## src/source/ras_pkg.sv

```systemverilog
package ras_pkg;

	// ############################################################
	// widths and depth
	// ############################################################

	localparam int xlen             = 32;
	localparam int stack_addr_width = 4;
	localparam int stack_depth      = 1 << stack_addr_width;

	// register numbers.
	localparam logic [4:0] reg_zero = 5'd0;
	localparam logic [4:0] reg_ra   = 5'd1;

	// rv32i major opcodes.
	localparam logic [6:0] opc_jal    = 7'b1101111;
	localparam logic [6:0] opc_jalr   = 7'b1100111;
	localparam logic [6:0] opc_op_imm = 7'b0010011;

	localparam logic [2:0] funct3_addi = 3'b000;

	// top pointer offsets, two's complement.
	localparam logic [stack_addr_width-1:0] off_zero    = 4'h0;
	localparam logic [stack_addr_width-1:0] off_pos_one = 4'h1;
	localparam logic [stack_addr_width-1:0] off_neg_one = 4'hf;
	localparam logic [stack_addr_width-1:0] off_neg_two = 4'he;

	// ############################################################
	// instruction word, seen as J-type or I-type
	// ############################################################

	typedef union packed {
		struct packed {
			logic [19:0] imm;    // scrambled jump offset.
			logic [4:0]  rd;
			logic [6:0]  opcode;
		} j_view;
		struct packed {
			logic [11:0] imm;
			logic [4:0]  rs1;
			logic [2:0]  funct3;
			logic [4:0]  rd;
			logic [6:0]  opcode;
		} i_view;
	} insn_word_u;

endpackage

```

## src/source/circular_stack.sv

```systemverilog
`timescale 1ns/1ps

module circular_stack #(
	parameter int WIDTH = 32,
	parameter logic [WIDTH-1:0] init_value = '0
) (
	input  logic                                  clk,
	input  logic                                  rst_n,

	input  logic                                  data_wr,
	input  logic [WIDTH-1:0]                      data_in,

	input  logic                                  offset_en,
	input  logic [ras_pkg::stack_addr_width-1:0]  offset,

	output logic [WIDTH-1:0]                      data_out
);

	logic [ras_pkg::stack_addr_width-1:0] top_ptr;
	logic [ras_pkg::stack_addr_width-1:0] top_ptr_next;
	logic [WIDTH-1:0]                     regs [ras_pkg::stack_depth];

	// wraps modulo depth.
	assign top_ptr_next = offset_en ? top_ptr + offset : top_ptr;

	assign data_out = regs[top_ptr];

	always_ff @(posedge clk) begin
		if (!rst_n) begin
			top_ptr <= '0;
			for (int i = 0; i < ras_pkg::stack_depth; i++) begin
				regs[i] <= init_value;
			end
		end else begin
			top_ptr <= top_ptr_next;
			if (data_wr) begin
				regs[top_ptr_next] <= data_in;   // write lands at the new top.
			end
		end
	end

endmodule

```

## src/source/return_stack.sv

```systemverilog
`timescale 1ns/1ps

module return_stack (
	input  logic                     clk,
	input  logic                     rst_n,

	input  logic                     push,
	input  logic                     pop,
	input  logic                     rollback_push_id,
	input  logic                     rollback_pop_id,
	input  logic                     rollback_push_ex,

	input  logic [ras_pkg::xlen-1:0] return_addr,

	input  logic                     ra_track_wr,
	input  logic [4:0]               rd_new,

	output logic [ras_pkg::xlen-1:0] predicted_target,
	output logic [4:0]               ra_track
);

	logic [ras_pkg::stack_addr_width-1:0] offset;
	logic                                 offset_en;
	logic                                 restore_wr;
	logic                                 push_sel;
	logic                                 pop_sel;

	logic                                 addr_wr;
	logic                                 track_wr;
	logic [ras_pkg::xlen-1:0]             addr_data;
	logic [4:0]                           track_data;

	logic [ras_pkg::xlen-1:0]             saved_addr;
	logic [4:0]                           saved_track;

	// ############################################################
	// offset select
	// ############################################################

	// rollbacks outrank fetch; only one branch can fire.
	always_comb begin
		offset     = ras_pkg::off_zero;
		offset_en  = 1'b0;
		restore_wr = 1'b0;
		push_sel   = 1'b0;
		pop_sel    = 1'b0;
		if (rollback_pop_id && rollback_push_ex) begin
			offset_en  = 1'b1;   // undo both, same top.
			restore_wr = 1'b1;
		end else if (rollback_push_id && rollback_push_ex) begin
			offset     = ras_pkg::off_neg_two;
			offset_en  = 1'b1;
		end else if (rollback_pop_id) begin
			offset     = ras_pkg::off_pos_one;
			offset_en  = 1'b1;
			restore_wr = 1'b1;   // put the popped entry back.
		end else if (rollback_push_id || rollback_push_ex) begin
			offset     = ras_pkg::off_neg_one;
			offset_en  = 1'b1;
		end else if (push) begin
			offset     = ras_pkg::off_pos_one;
			offset_en  = 1'b1;
			push_sel   = 1'b1;
		end else if (pop) begin
			offset     = ras_pkg::off_neg_one;
			offset_en  = 1'b1;
			pop_sel    = 1'b1;
		end
	end

	// last popped entry, for pop rollback.
	always_ff @(posedge clk) begin
		if (!rst_n) begin
			saved_addr  <= '0;
			saved_track <= ras_pkg::reg_ra;
		end else if (pop_sel) begin
			saved_addr  <= predicted_target;
			saved_track <= ra_track;
		end
	end

	// ############################################################
	// write data
	// ############################################################

	assign addr_wr   = push_sel || restore_wr;
	assign track_wr  = addr_wr || ra_track_wr;

	assign addr_data  = push_sel ? return_addr : saved_addr;
	assign track_data = ra_track_wr ? rd_new :
	                    push_sel    ? ras_pkg::reg_ra : saved_track;

	circular_stack #(
		.WIDTH      (ras_pkg::xlen),
		.init_value ('0)
	) addr_stack (
		.clk       (clk),
		.rst_n     (rst_n),
		.data_wr   (addr_wr),
		.data_in   (addr_data),
		.offset_en (offset_en),
		.offset    (offset),
		.data_out  (predicted_target)
	);

	// moves in step with addr_stack.
	circular_stack #(
		.WIDTH      (5),
		.init_value (ras_pkg::reg_ra)
	) ra_track_stack (
		.clk       (clk),
		.rst_n     (rst_n),
		.data_wr   (track_wr),
		.data_in   (track_data),
		.offset_en (offset_en),
		.offset    (offset),
		.data_out  (ra_track)
	);

endmodule

```

## src/source/link_decoder.sv

```systemverilog
`timescale 1ns/1ps

module link_decoder (
	input  logic                     fetch_valid,
	input  logic [ras_pkg::xlen-1:0] fetch_pc,
	input  ras_pkg::insn_word_u      fetch_insn,

	input  logic [4:0]               ra_track,

	output logic                     push,
	output logic                     pop,
	output logic                     ra_track_wr,
	output logic [4:0]               rd_new,
	output logic [ras_pkg::xlen-1:0] return_addr,
	output logic                     return_hit
);

	logic [6:0] opcode;
	logic       is_jal;
	logic       is_jalr;
	logic       is_addi;

	logic [4:0] j_rd;
	logic [4:0] i_rd;
	logic [4:0] i_rs1;
	logic       rs1_is_track;

	// opcode sits in the same bits in both views.
	assign opcode = fetch_insn.j_view.opcode;

	assign is_jal  = fetch_valid && (opcode == ras_pkg::opc_jal);
	assign is_jalr = fetch_valid && (opcode == ras_pkg::opc_jalr);
	assign is_addi = fetch_valid && (opcode == ras_pkg::opc_op_imm) &&
	                 (fetch_insn.i_view.funct3 == ras_pkg::funct3_addi);

	assign j_rd  = fetch_insn.j_view.rd;
	assign i_rd  = fetch_insn.i_view.rd;
	assign i_rs1 = fetch_insn.i_view.rs1;

	assign rs1_is_track = (i_rs1 == ra_track);

	// ############################################################
	// link events
	// ############################################################

	// call: jal ra, target.
	assign push = is_jal && (j_rd == ras_pkg::reg_ra);

	// return through whichever register holds the link.
	assign pop = is_jalr && (i_rd == ras_pkg::reg_zero) && rs1_is_track;

	assign return_hit = pop;

	// mv rd, link.
	assign ra_track_wr = is_addi && rs1_is_track &&
	                     (fetch_insn.i_view.imm == 12'd0) &&
	                     (i_rd != ras_pkg::reg_zero);

	assign rd_new = i_rd;

	assign return_addr = fetch_pc + ras_pkg::xlen'(4);

endmodule

```

## src/source/ras_top.sv

```systemverilog
`timescale 1ns/1ps

module ras_top (
	input  logic                     clk,
	input  logic                     rst_n,

	input  logic                     fetch_valid,
	input  logic [ras_pkg::xlen-1:0] fetch_pc,
	input  ras_pkg::insn_word_u      fetch_insn,

	input  logic                     rollback_push_id,
	input  logic                     rollback_pop_id,
	input  logic                     rollback_push_ex,

	output logic [ras_pkg::xlen-1:0] predicted_target,
	output logic                     return_hit
);

	logic                     push;
	logic                     pop;
	logic                     ra_track_wr;
	logic [4:0]               rd_new;
	logic [ras_pkg::xlen-1:0] return_addr;
	logic [4:0]               ra_track;

	// ############################################################
	// fetch-side decode
	// ############################################################

	link_decoder u_link_decoder (
		.fetch_valid (fetch_valid),
		.fetch_pc    (fetch_pc),
		.fetch_insn  (fetch_insn),
		.ra_track    (ra_track),   // fed back from the stack top.
		.push        (push),
		.pop         (pop),
		.ra_track_wr (ra_track_wr),
		.rd_new      (rd_new),
		.return_addr (return_addr),
		.return_hit  (return_hit)
	);

	// ############################################################
	// stack
	// ############################################################

	return_stack u_return_stack (
		.clk              (clk),
		.rst_n            (rst_n),
		.push             (push),
		.pop              (pop),
		.rollback_push_id (rollback_push_id),
		.rollback_pop_id  (rollback_pop_id),
		.rollback_push_ex (rollback_push_ex),
		.return_addr      (return_addr),
		.ra_track_wr      (ra_track_wr),
		.rd_new           (rd_new),
		.predicted_target (predicted_target),
		.ra_track         (ra_track)
	);

endmodule

```

## config.mk

```make
export PLATFORM = sky130hd
export DESIGN_NAME = ras_top
export DESIGN_NICKNAME = d
export VERILOG_FILES = /design/src/source/ras_pkg.sv /design/src/source/circular_stack.sv /design/src/source/return_stack.sv /design/src/source/link_decoder.sv /design/src/source/ras_top.sv
export SDC_FILE = /design/constraint.sdc
export NUM_CORES = 1
export LEC_CHECK = 0
export BUFFER_PORTS_ARGS = -buffer_cell sky130_fd_sc_hd__buf_2
export CAP_MARGIN = 10
export CORE_UTILIZATION = 62
export CTS_CLUSTER_DIAMETER = 60
export DETAILED_ROUTE_END_ITERATION = 16
export PLACE_DENSITY = 0.85
export SLEW_MARGIN = 20
export SYNTH_ARGS = -nofsm -noshare
export SYNTH_HDL_FRONTEND = slang
export SYNTH_SLANG_ARGS = --single-unit
```

## constraint.sdc

```tcl
create_clock -name clk -period 9.2 [get_ports clk]
set_clock_uncertainty 0.15 [all_clocks]
set_input_delay 0 -clock clk [delete_from_list [all_inputs] [get_ports clk]]
set_output_delay 0 -clock clk [all_outputs]
set_load 0.05 [all_outputs]
```

==> run_results.csv <==
group,metric,value,unit
run_status,status,"finished clean",
timing,period_share,85.4,%
global_route,grt_max_degree,109,
synthesis,syn_avg_cell_area,13.2,µm²
final_layout,layout.cells.non_filler,3019,
timing,setup_ws,1.34,ns
synthesis,synthTopCellsByCount,"a21oi_1 (635), edfxtp_1 (592), mux4_2 (174)",
timing,fin_tns_setup,0,ns
worst_setup_path,max_stage_delay,0.99,ns
floorplan,initial_core_util,63.3,%
worst_setup_path,path_max_fanout,21,
pwr,cellLeakagePower,10.5,nW
final_layout,drive_above_1_share,21.1,%
synthesis,synth_edf_count,592,
final_layout,layout.nets,2390,
clock_tree,clk_pin_slew,0.07,ns
final_layout,fill_cells,2980,
clock_tree,cts.path.max_buffers,3,
worst_setup_path,arrival,7.98,ns
floorplan,num_io_pins,103,
pwr,powerDensity,249,mW/mm²
timing,rsz0062_at_grt,"false",
clock_tree,cts_root_buf,"clkbuf_16",
global_route,antenna_found_initial,1,
route,antenna_left,0,
synthesis,ys_types,67,
worst_setup_path,cp.required,9.31,ns
timing,whs,0.0536,ns
synthesis,syn-cell-area,0.0305,mm²
placed_design,dp_hpwl,52700,µm
final_layout,seqCellArea,0.0187,mm²
timing,clock.fmax,127,MHz
global_route,first_global_vias,22439,
clock_tree,numCtsBuffers,67,
route,drt_pass1_iterations,8,
route,wl,92200,µm
clock_tree,htreeDepth,3,
clock_tree,cts_sinks,637,
timing,finalHoldViolCount,0,
timing,setup_viol,0,
synthesis,ys_ff_latch,637,
worst_hold_path,hp-class,"in2reg",
worst_setup_path,crit_path_start_kind,"flip-flop",
clock_tree,insertion_delay,0.63,ns
synthesis,synth_ff_type,"edfxtp_1",
floorplan,die-area,0.0501,mm²
clock_tree,post_cts_buffers,0,
worst_setup_path,crit_buf_inv,3,
worst_setup_path,critical_path.endpoint_type,"flip-flop",
route,vias,22682,
floorplan,die_w,224,µm
route,drt_iter0_markers,3902,
floorplan,placementRows,80,
worst_setup_path,cp_cell_sequence,"mux4_2 -> a22o_1 -> a211oi_2 -> mux2i_1 -> or3_1 -> nor4_1 -> o21ai_0 -> inv_1 -> ha_1 -> a21o_1 -> a21oi_1 -> nor2_1 -> a211o_1 -> nor2_1 -> a22oi_2 -> buf_4 -> a31oi_4 -> buf_4",
global_route,grt_pass1_wl,136000,µm
synthesis,synth_area_leaders,"edfxtp_1 (58%), mux4_2 (13%), a21oi_1 (10%)",
route,vias_per_cell,7.51,
timing,relSlewSlack,23.9,%
placed_design,gp_congestion,0.966,
placed_design,place_ws,1.53,ns
final_layout,diodes,0,
pwr,finalPower,8.43,mW
worst_setup_path,slowest_stage,"dfxtp_1",
timing,period_minus_slack,7.86,ns
synthesis,post-synth-top-count-cell,"a21oi_1",
worst_setup_path,cp_top_family,"compound AO/OA/AOI/OAI gates",
floorplan,core_area,0.0481,mm²
route,wire_per_inst,30.5,µm
synthesis,syn_nets,2391,
final_layout,synthToLayoutAreaGrowth,11.0,%
timing,finalMaxSlewViolations,0,
pwr,vdd_drop_max,0.197,mV
synthesis,yosysWarnings,0,
synthesis,yosysSeqAreaShare,61.2,%
clock_tree,cts_tree,"yes",
route,drcViolationCount,0,
synthesis,synth_top_area_share,58.3,%
run,max_cap_violations,0,
final_layout,multi_input_area,0.0111,mm²
global_route,grt.overflow.total,0,
placed_design,io_buffers,102,
timing,worstMarginPinSlew,1.14,ns
synthesis,synthArstFlopShare,0,%
placed_design,placed_cells,2892,
floorplan,fp.dieH,224,µm
synthesis,synth_cells,2312,
global_route,track_usage,37.0,%
worst_setup_path,critPathKind,"reg2reg",
synthesis,synth_top_cell_by_area,"edfxtp_1",
-- state kept, by name, indices dropped and copies added, names as in the netlist --
name / cells
u_return_stack.ra_track_stack.regs: 80
u_return_stack.addr_stack.top_ptr: 4
u_return_stack.saved_track: 5
u_return_stack.saved_addr: 32
u_return_stack.addr_stack.regs: 512
u_return_stack.ra_track_stack.top_ptr: 4
-- worst paths after layout --
path,depth (start not counted),slack [ns],to,startpoint
setup reg to reg,18,1.34,u_return_stack.addr_stack.regs[8][6]$_SDFFCE_PN0P_,u_return_stack.ra_track_stack.top_ptr[1]$_SDFF_PN0_
setup / recovery,18,1.34,u_return_stack.addr_stack.regs[8][6]$_SDFFCE_PN0P_,u_return_stack.ra_track_stack.top_ptr[1]$_SDFF_PN0_
hold / removal,5,0.05,u_return_stack.addr_stack.regs[4][19]$_SDFFCE_PN0P_,fetch_pc[19]
hold reg to reg,2,0.30,u_return_stack.saved_addr[22]$_SDFFE_PN0P_,u_return_stack.saved_addr[22]$_SDFFE_PN0P_
-- worst min-delay path, delay by kind of cell --
kind            cells  cell delay, ns
buf+inv             1            0.09
compound gates      2            0.22
xor+xnor            1            0.12
simple gates        1            0.23
-- logic make-up after synthesis --
| family | count (synthesis) | share of synthesized area, % |
|---|---|---|
| AO/OA/AOI/OAI | 753 | 13.0 |
| AND/OR/NAND/NOR | 418 | 6.67 |
| XOR/XNOR | 34 | 0.976 |
| buffers and inverters | 250 | 3.50 |
| adder cells (fa/ha/maj) | 9 | 0.418 |
| flip-flops | 637 | 61.2 |
| multiplexers | 211 | 14.1 |
-- cells in the final DEF (no fill, tap or decap), types with 6 or more instances in the layout --
cell type,n
a21oi_1,633
a31oi_1,17
a31oi_4,16
and3_1,17
buf_2,102
buf_4,56
clkbuf_1,19
clkbuf_16,68
clkbuf_8,7
clkinv_1,6
clkinv_2,9
dfxtp_1,41
dlygate4sd3_1,6
edfxtp_1,592
ha_1,7
inv_1,11
mux2_2,16
mux2i_1,18
mux4_2,174
nand2_1,137
nand2b_1,8
nand3_1,166
nand4_1,6
nor2_1,23
nor2b_1,6
nor3_1,16
nor4_1,6
o21ai_0,46
or3_1,7
xnor2_1,9
xor2_1,25
-- layer usage --
metal,part of all wire [%],vias to the layer above,GRT usage [%]
met5,0.082,-,0.880
met4,5.7,4,19.6
met3,15,476,10.2
met2,47,2327,57.8
met1,32,10809,47.6
li1,-,9066,-
-- what timing repair did --
action                                 in CTS  in global routing
hold buffers                                6                  0
endpoints found under the hold margin      52                  0
gates resized for setup                     0                  0
setup endpoints to repair                   0                  0
-- layout make-up --
class | instances | share of cell area, %
timing repair buffer | 168 | 3.11
clock buffer | 94 | 5.52
tap | 656 | 2.42
multi-input combinational | 1425 | 32.9
inverter | 12 | 0.133
clock inverter | 27 | 0.736
sequential | 637 | 55.2
-- through the flow --
stage               utilization, %  cell area, µm²
finish                        70.3           33800
global placement              65.7           31700
detailed placement            65.7           31700
CTS                           70.3           33800
global route                  70.3           33800
floorplan                        -           30500
-- where the power goes --
group          switching [mW]  total, mW  internal (mW)
Combinational            1.47       2.06          0.587
Clock                    1.17       2.68           1.51
Sequential              0.167       3.69           3.53
Total                    2.80       8.43           5.63
Note: power is estimated with default switching activity, not from simulation.
